**src/zx_mem_map_pkg.sv**
```systemverilog
`default_nettype none

package zx_mem_map_pkg;

	// ==============================
	// Address widths
	// ==============================

	// External RAM space, byte addressed
	localparam int ram_addr_w = 25;
	localparam int cpu_addr_w = 16;
	// Offset inside one 16K bank
	localparam int bank_off_w = 14;
	// Top CPU address bits pick one of four banks
	localparam int bank_sel_w = cpu_addr_w - bank_off_w;

	localparam int ram_page_w = 6;
	localparam int rom_page_w = 4;
	// Page bits above the three 7FFD bank bits
	localparam int ext_page_w = ram_page_w - 3;

	// ==============================
	// Fixed layout
	// ==============================

	// ROM pages live above all RAM pages
	localparam logic [2:0] rom_base = 3'd5;
	localparam int rom_span_w = 3 + rom_page_w + bank_off_w;
	// Everything below this bit is paged RAM
	localparam int ram_span_w = ram_page_w + bank_off_w;

	// Banks at 4000 and 8000 in normal mode
	localparam logic [2:0] bank_screen0 = 3'd5;
	localparam logic [2:0] bank_fixed_8000 = 3'd2;

	// Same order as the memory menu
	typedef enum logic [2:0] {
		model_128k = 3'd0,
		model_p1024 = 3'd1,
		model_profi = 3'd2,
		model_48k = 3'd3,
		model_plus3 = 3'd4
	} model_t;

endpackage

`default_nettype wire

```
**src/zx_port_map_pkg.sv**
```systemverilog
`default_nettype none

package zx_port_map_pkg;

	// CPU data bus and paging register width
	localparam int data_w = 8;

	// ==============================
	// Port decode
	// ==============================

	// Profi extension port, full decode
	localparam logic [15:0] port_dffd = 16'hDFFD;

	// Partial decode address bits
	localparam int a7ffd_a15 = 15;
	localparam int a7ffd_a14 = 14;
	localparam int a7ffd_a1 = 1;
	localparam int a1ffd_a12 = 12;
	localparam int a1ffd_a13 = 13;
	localparam int aeff7_a3 = 3;

	// ==============================
	// Register bits
	// ==============================

	// 7FFD
	localparam int reg7_scr = 3;
	localparam int reg7_rom = 4;
	localparam int reg7_lock = 5;

	// 1FFD (+3 only)
	localparam int reg1_special = 0;
	localparam int reg1_rom = 2;
	localparam int reg1_motor = 3;

	// EFF7 (Pentagon 1024)
	localparam int eff7_lockext = 2;

endpackage

`default_nettype wire

```
**src/zx_port_decode.sv**
```systemverilog
`timescale 1ns/1ps
`default_nettype none

module zx_port_decode (
	input wire logic clk_sys,
	input wire logic reset,
	input wire logic io_wr,
	input wire logic [zx_mem_map_pkg::cpu_addr_w-1:0] addr,
	input wire logic page_disable,
	input wire logic plus3,
	input wire logic p1024,
	input wire logic profi,
	output logic wr_7ffd,
	output logic wr_1ffd,
	output logic wr_eff7,
	output logic wr_dffd
);

	logic io_wr_q;
	logic io_wr_rise;
	logic hit_7ffd;
	logic hit_1ffd;
	logic hit_eff7;
	logic hit_dffd;

	// Previous io_wr level for edge detect
	always_ff @(posedge clk_sys) begin
		if (reset) begin
			io_wr_q <= 1'b0;
		end else begin
			io_wr_q <= io_wr;
		end
	end

	// First cycle of an I/O write only
	assign io_wr_rise = io_wr & ~io_wr_q;

	// ==============================
	// Address decode
	// ==============================

	// 7FFD ignores A14 except on the +3
	assign hit_7ffd = ~addr[zx_port_map_pkg::a7ffd_a15] & ~addr[zx_port_map_pkg::a7ffd_a1]
		& (addr[zx_port_map_pkg::a7ffd_a14] | ~plus3) & ~page_disable;

	// 1FFD shares the lock with 7FFD
	assign hit_1ffd = plus3 & ~page_disable
		& ~addr[zx_port_map_pkg::a7ffd_a1]
		& addr[zx_port_map_pkg::a1ffd_a12]
		& ~addr[zx_port_map_pkg::a1ffd_a13]
		& ~addr[zx_port_map_pkg::a7ffd_a14]
		& ~addr[zx_port_map_pkg::a7ffd_a15];

	// EFF7 stays writable after the 7FFD lock
	assign hit_eff7 = p1024
		& addr[zx_port_map_pkg::a7ffd_a15]
		& addr[zx_port_map_pkg::a7ffd_a14]
		& addr[zx_port_map_pkg::a1ffd_a13]
		& ~addr[zx_port_map_pkg::a1ffd_a12]
		& ~addr[zx_port_map_pkg::aeff7_a3];

	assign hit_dffd = profi & (addr == zx_port_map_pkg::port_dffd);

	assign wr_7ffd = io_wr_rise & hit_7ffd;
	assign wr_1ffd = io_wr_rise & hit_1ffd;
	assign wr_eff7 = io_wr_rise & hit_eff7;
	assign wr_dffd = io_wr_rise & hit_dffd;

	// Decode terms assume at most one machine flag
	assert property (@(posedge clk_sys) disable iff (reset) $onehot0({plus3, p1024, profi}))
		else $error("More than one machine flag set in the port decode");

endmodule

`default_nettype wire

```
**src/zx_page_regs.sv**
```systemverilog
`timescale 1ns/1ps
`default_nettype none

module zx_page_regs (
	input wire logic clk_sys,
	input wire logic reset,
	input wire zx_mem_map_pkg::model_t model,
	input wire logic [zx_port_map_pkg::data_w-1:0] data_in,
	input wire logic wr_7ffd,
	input wire logic wr_1ffd,
	input wire logic wr_eff7,
	input wire logic wr_dffd,
	output logic [zx_port_map_pkg::data_w-1:0] page_reg,
	output logic [zx_port_map_pkg::data_w-1:0] page_reg_plus3,
	output logic [zx_mem_map_pkg::ext_page_w-1:0] page_128k,
	output logic zx48,
	output logic plus3,
	output logic p1024,
	output logic profi,
	output logic page_disable,
	output logic screen_page,
	output logic motor
);

	logic [zx_port_map_pkg::data_w-1:0] page_reg_eff7;

	// ==============================
	// Model flags
	// ==============================

	// Latched while reset is held, stable afterwards
	always_ff @(posedge clk_sys) begin
		if (reset) begin
			zx48 <= (model == zx_mem_map_pkg::model_48k);
			plus3 <= (model == zx_mem_map_pkg::model_plus3);
			p1024 <= (model == zx_mem_map_pkg::model_p1024);
			profi <= (model == zx_mem_map_pkg::model_profi);
		end
	end

	// ==============================
	// Paging registers
	// ==============================

	always_ff @(posedge clk_sys) begin
		if (reset) begin
			page_reg <= '0;
			page_reg_plus3 <= '0;
			page_reg_eff7 <= '0;
			page_128k <= '0;
			screen_page <= 1'b0;
		end else begin
			if (wr_7ffd) begin
				page_reg <= data_in;
				screen_page <= data_in[zx_port_map_pkg::reg7_scr];
				// Pentagon 1024 extension bits, unless frozen by EFF7
				if (p1024 && !page_reg_eff7[zx_port_map_pkg::eff7_lockext]) begin
					page_128k <= {data_in[5], data_in[7:6]};
				end
			end

			if (wr_1ffd) begin
				page_reg_plus3 <= data_in;
			end

			if (wr_eff7) begin
				page_reg_eff7 <= data_in;
			end

			// Profi keeps the upper page bits in a separate port
			if (wr_dffd) begin
				page_128k <= data_in[zx_mem_map_pkg::ext_page_w-1:0];
			end
		end
	end

	// Lock rule
	// 48K is always locked, Pentagon 1024 needs EFF7 bit 2 as well
	assign page_disable = zx48
		| (~p1024 & page_reg[zx_port_map_pkg::reg7_lock])
		| (p1024 & page_reg_eff7[zx_port_map_pkg::eff7_lockext]
			& page_reg[zx_port_map_pkg::reg7_lock]);

	assign motor = page_reg_plus3[zx_port_map_pkg::reg1_motor];

	// Only the 1024K machines can reach pages above 7
	assert property (@(posedge clk_sys) disable iff (reset)
		!(p1024 || profi) |-> (page_128k == '0))
		else $error("Extended page set on a 128K-class model");

endmodule

`default_nettype wire

```
**src/zx_addr_map.sv**
```systemverilog
`timescale 1ns/1ps
`default_nettype none

module zx_addr_map (
	input wire logic [zx_mem_map_pkg::cpu_addr_w-1:0] addr,
	input wire logic mem_wr,
	input wire logic [zx_port_map_pkg::data_w-1:0] page_reg,
	input wire logic [zx_port_map_pkg::data_w-1:0] page_reg_plus3,
	input wire logic [zx_mem_map_pkg::ext_page_w-1:0] page_128k,
	input wire logic zx48,
	input wire logic plus3,
	output logic [zx_mem_map_pkg::ram_addr_w-1:0] ram_addr,
	output logic ram_we
);

	logic [zx_mem_map_pkg::bank_sel_w-1:0] bank;
	logic [zx_mem_map_pkg::bank_off_w-1:0] offset;
	logic [zx_mem_map_pkg::rom_page_w-1:0] rom_page;
	logic [zx_mem_map_pkg::ram_page_w-1:0] ram_page;
	logic [2:0] spec_page;
	logic special;
	logic spec_s;
	logic spec_t;
	logic rom_sel;

	assign bank = addr[zx_mem_map_pkg::cpu_addr_w-1:zx_mem_map_pkg::bank_off_w];
	assign offset = addr[zx_mem_map_pkg::bank_off_w-1:0];

	// All-RAM configurations of the +3
	assign special = page_reg_plus3[zx_port_map_pkg::reg1_special];
	assign spec_s = |page_reg_plus3[2:1];
	assign spec_t = &page_reg_plus3[2:1];

	// ==============================
	// ROM page
	// ==============================

	always_comb begin
		if (plus3) begin
			rom_page = {2'b10, page_reg_plus3[zx_port_map_pkg::reg1_rom],
				page_reg[zx_port_map_pkg::reg7_rom]};
		end else begin
			rom_page = {zx48, 2'b11, zx48 | page_reg[zx_port_map_pkg::reg7_rom]};
		end
	end

	// ==============================
	// Bank mapping
	// ==============================

	always_comb begin
		rom_sel = 1'b0;
		spec_page = '0;
		ram_page = '0;

		if (special) begin
			case (bank)
				2'd0: spec_page = {spec_s, 2'b00};
				2'd1: spec_page = {spec_s, spec_t, 1'b1};
				2'd2: spec_page = {spec_s, 2'b10};
				default: spec_page = {~page_reg_plus3[2] & page_reg_plus3[1], 2'b11};
			endcase
			ram_page = {{zx_mem_map_pkg::ext_page_w{1'b0}}, spec_page};
		end else begin
			case (bank)
				2'd0: rom_sel = 1'b1;
				2'd1: ram_page = {{zx_mem_map_pkg::ext_page_w{1'b0}},
					zx_mem_map_pkg::bank_screen0};
				2'd2: ram_page = {{zx_mem_map_pkg::ext_page_w{1'b0}},
					zx_mem_map_pkg::bank_fixed_8000};
				// Low three bits from 7FFD
				default: ram_page = {page_128k, page_reg[2:0]};
			endcase
		end

		ram_addr = '0;
		if (rom_sel) begin
			ram_addr[zx_mem_map_pkg::rom_span_w-1:0] =
				{zx_mem_map_pkg::rom_base, rom_page, offset};
		end else begin
			ram_addr[zx_mem_map_pkg::ram_span_w-1:0] = {ram_page, offset};
		end

		// Bank 0 is write protected unless it holds RAM
		ram_we = mem_wr & ~rom_sel;
	end

endmodule

`default_nettype wire

```
**src/zx_mem_pager.sv**
```systemverilog
`timescale 1ns/1ps
`default_nettype none

module zx_mem_pager (
	input wire logic clk_sys,
	input wire logic reset,
	input wire zx_mem_map_pkg::model_t model,
	input wire logic [zx_mem_map_pkg::cpu_addr_w-1:0] addr,
	input wire logic [zx_port_map_pkg::data_w-1:0] data_in,
	input wire logic io_wr,
	input wire logic mem_wr,
	output logic [zx_mem_map_pkg::ram_addr_w-1:0] ram_addr,
	output logic ram_we,
	output logic screen_page,
	output logic motor
);

	logic wr_7ffd;
	logic wr_1ffd;
	logic wr_eff7;
	logic wr_dffd;
	logic [zx_port_map_pkg::data_w-1:0] page_reg;
	logic [zx_port_map_pkg::data_w-1:0] page_reg_plus3;
	logic [zx_mem_map_pkg::ext_page_w-1:0] page_128k;
	logic zx48;
	logic plus3;
	logic p1024;
	logic profi;
	logic page_disable;

	// Port write strobes
	zx_port_decode port_decode_i (
		.clk_sys(clk_sys),
		.reset(reset),
		.io_wr(io_wr),
		.addr(addr),
		.page_disable(page_disable),
		.plus3(plus3),
		.p1024(p1024),
		.profi(profi),
		.wr_7ffd(wr_7ffd),
		.wr_1ffd(wr_1ffd),
		.wr_eff7(wr_eff7),
		.wr_dffd(wr_dffd)
	);

	zx_page_regs page_regs_i (
		.clk_sys(clk_sys),
		.reset(reset),
		.model(model),
		.data_in(data_in),
		.wr_7ffd(wr_7ffd),
		.wr_1ffd(wr_1ffd),
		.wr_eff7(wr_eff7),
		.wr_dffd(wr_dffd),
		.page_reg(page_reg),
		.page_reg_plus3(page_reg_plus3),
		.page_128k(page_128k),
		.zx48(zx48),
		.plus3(plus3),
		.p1024(p1024),
		.profi(profi),
		.page_disable(page_disable),
		.screen_page(screen_page),
		.motor(motor)
	);

	// Combinational CPU to RAM address path
	zx_addr_map addr_map_i (
		.addr(addr),
		.mem_wr(mem_wr),
		.page_reg(page_reg),
		.page_reg_plus3(page_reg_plus3),
		.page_128k(page_128k),
		.zx48(zx48),
		.plus3(plus3),
		.ram_addr(ram_addr),
		.ram_we(ram_we)
	);

endmodule

`default_nettype wire

```
**config.mk**
```make
export PLATFORM = sky130hd
export DESIGN_NAME = zx_mem_pager
export DESIGN_NICKNAME = d
export VERILOG_FILES = /design/src/zx_mem_map_pkg.sv /design/src/zx_port_map_pkg.sv /design/src/zx_port_decode.sv /design/src/zx_page_regs.sv /design/src/zx_addr_map.sv /design/src/zx_mem_pager.sv
export SDC_FILE = /design/constraint.sdc
export NUM_CORES = 1
export LEC_CHECK = 0
export BUFFER_PORTS_ARGS = -buffer_cell sky130_fd_sc_hd__buf_2
export CORE_UTILIZATION = 40
export CTS_BUF_LIST = sky130_fd_sc_hd__clkbuf_4 sky130_fd_sc_hd__clkbuf_8 sky130_fd_sc_hd__clkbuf_16
export CTS_CLUSTER_DIAMETER = 120
export DETAILED_ROUTE_END_ITERATION = 12
export GPL_TIMING_DRIVEN = 0
export PLACE_DENSITY = 0.73
export REMOVE_ABC_BUFFERS = 1
export SLEW_MARGIN = 10
export SYNTH_ARGS = -nofsm -noshare
export SYNTH_HDL_FRONTEND = slang
export SYNTH_HIERARCHICAL = 1
export SYNTH_SLANG_ARGS = --single-unit
```
**constraint.sdc**
```tcl
create_clock -name clk_sys -period 4.6 [get_ports clk_sys]
set_input_delay 0.23 -clock clk_sys [delete_from_list [all_inputs] [get_ports clk_sys]]
set_output_delay 0.23 -clock clk_sys [all_outputs]
set_load 0.005 [all_outputs]
```
==> flow_metrics.py <==
metrics = {
    "global_routing": {
        "antenna_found_initial": 0,
        "gr-total-overflow": 0,
        "grt_pass1_vias": 934,
        "grt_pass1_wl_mm": 3.95,
        "grt.total_usage": 0.154,
        "grt_max_degree": 20,
    },
    "floorplan": {
        "dieArea_sq_um": 3250,
        "row_count": 19,
        "dieHeight_um": 57.0,
        "initial_core_util": 0.432,
        "dieWidth_um": 57.0,
        "core_sq_um": 2810,
        "io_pins": 59,
    },
    "cts": {
        "cts_hold_buf": 0,
        "clock_latency_ps": 280,
        "htreeDepth": 1,
        "root_buffer": "clkbuf_4",
        "cts_setup_buffers": 0,
        "clk_pin_slew_worst_paths_ps": 100,
        "cts_resized": 0,
        "numClockSinks": 19,
        "numCtsBuffers": 3,
        "cts_buffer_depth": 2,
        "cts_tree": "built",
    },
    "timing": {
        "tightest_slew_ps": 1170,
        "slew_headroom": 0.208,
        "finalCriticalPeriod_ps": 2450,
        "finalWorstSetupSlack_ps": 2150,
        "final.period_utilization": 0.533,
        "rsz0062_at_grt": "false",
        "finalHoldViolCount": 0,
        "finalSetupViolCount": 0,
        "fin_tns_setup_ps": 0,
        "max_freq_mhz": 408,
        "fin_skew_ps": 2.21,
        "slew_viol_final": 0,
    },
    "synthesis": {
        "avgSynthCellArea_sq_um": 9.32,
        "yosys_warnings": 6,
        "syn_inst": 130,
        "syn_area_sq_um": 1210,
    },
    "routing": {
        "drtIter0Drc": 17,
        "drt-pass1-iter-count": 8,
        "vias": 973,
        "wl_per_cell_um": 12.5,
        "via_per_inst": 4.99,
        "routed_wl_mm": 2.43,
        "drc": 3,
        "drtAntennaViolNets": 0,
    },
    "worst_setup_path": {
        "crit_type": "flop to flop",
        "critPathLaunchType": "flop",
        "crit_path_max_fanout": 7,
        "critical-path-top-delay-family": "simple AND/OR/NAND/NOR gates",
        "crit_chain": "nand4b_1 > or4_1 > nor4_2 > mux2_4 > a21oi_1 > a211oi_1",
        "slowest_stage": "nor4_2",
        "cp.buffers_inverters": 0,
        "crit_arrival_ps": 2620,
        "worstPathRequired_ps": 4770,
        "max_stage_delay_ps": 730,
        "critPathCaptureType": "flop",
    },
    "final_layout": {
        "final_area_sq_um": 1370,
        "antenna-diode-count": 0,
        "nets": 196,
        "largest_reg_flops": 6,
        "final_layout_size_suffix_gt1_frac": 0.421,
        "syn_to_final_growth_pct": 12.8,
        "postLayoutCoreUtil": 0.487,
    },
    "place": {
        "hpwl_mm": 1.98,
        "io_buffer_count": 54,
        "gp_congestion": 0.719,
        "dp_slack_ps": 1970,
        "place_area_sq_um": 1340,
    },
    "min_path": {
        "hold_class": "input pin to flop",
    },
    "power": {
        "power_density_nw_per_um2": 234,
        "leakage_nw": 0.604,
        "finalPower_w": 0.000320,
        "irDropWorstVdd_mv": 0.162,
    },
    "status": {
        "outcome": "finished with violations",
        "violations": "design-rule violations",
    },
    "run": {
        "cap_viol_max_count": 0,
    },
}
==> final timing paths <==
| check | startpoint | to | slack, ps | cells past startpoint |
|---|---|---|---|---|
| worst max register to register | port_decode_i/io_wr_q | page_regs_i/page_128k[0] | 2150 | 6 |
| worst min register to register | page_regs_i/page_reg_plus3[3] | page_regs_i/page_reg_plus3[3] | 510 | 2 |
| worst max-delay path | port_decode_i/io_wr_q | page_regs_i/page_128k[0] | 2150 | 6 |
| worst min-delay path | io_wr | port_decode_i/io_wr_q | 190 | 2 |
==> layout make-up <==
cell class              instances  area, sq um
clock buffers                   4         30.0
fillers                       263         1440
inverters                       5         35.0
multi-input cells              82          572
flip-flops and latches         19          420
well taps                      31         38.8
repair buffers                 54          270
==> worst reg2reg max path, delay by kind of cell (launching register included) <==
family / cells / cell delay (ps)
flops: 1 / 320
mux: 1 / 350
simple gates: 3 / 1460
compound gates: 2 / 210
==> power breakdown <==
part           internal, W  switching, W  total [W]  leakage, nW
logic            0.0000268     0.0000281  0.0000548        0.426
registers         0.000175    0.00000324   0.000178        0.160
clock network    0.0000395     0.0000477  0.0000872       0.0184
==> layer usage <==
metal  global-route usage  wire [um]  vias to the layer above
met5                    0          0                        -
met4               0.0314         19                        0
met3               0.0317         72                        2
met2                0.299       1380                       15
met1                0.173        963                      452
li1                     -          -                      504
==> layout by cell type, fill, tap and decap left out, drive strengths merged, types with 2 or more instances in the layout <==
master  instances
dfxtp          15
nand3           2
buf            54
nor2           19
inv             4
nand2           3
clkbuf          4
mux2i          11
nor2b           2
nand3b          2
nand4           3
nand2b          2
mux2            3
conb            4
o31ai           4
a21oi           7
nor4            2
nor3b           3
nor3            2
nor4b           2
edfxtp          4
a211oi          3
==> per-stage QoR <==
stage / hold slack, ps / cells
floorplan: 302 / 106
global placement: 465 / 191
detailed placement: 487 / 191
CTS: 180 / 195
global route: 194 / 195
finish: 187 / 195
Power figures use the tool's default switching activity.
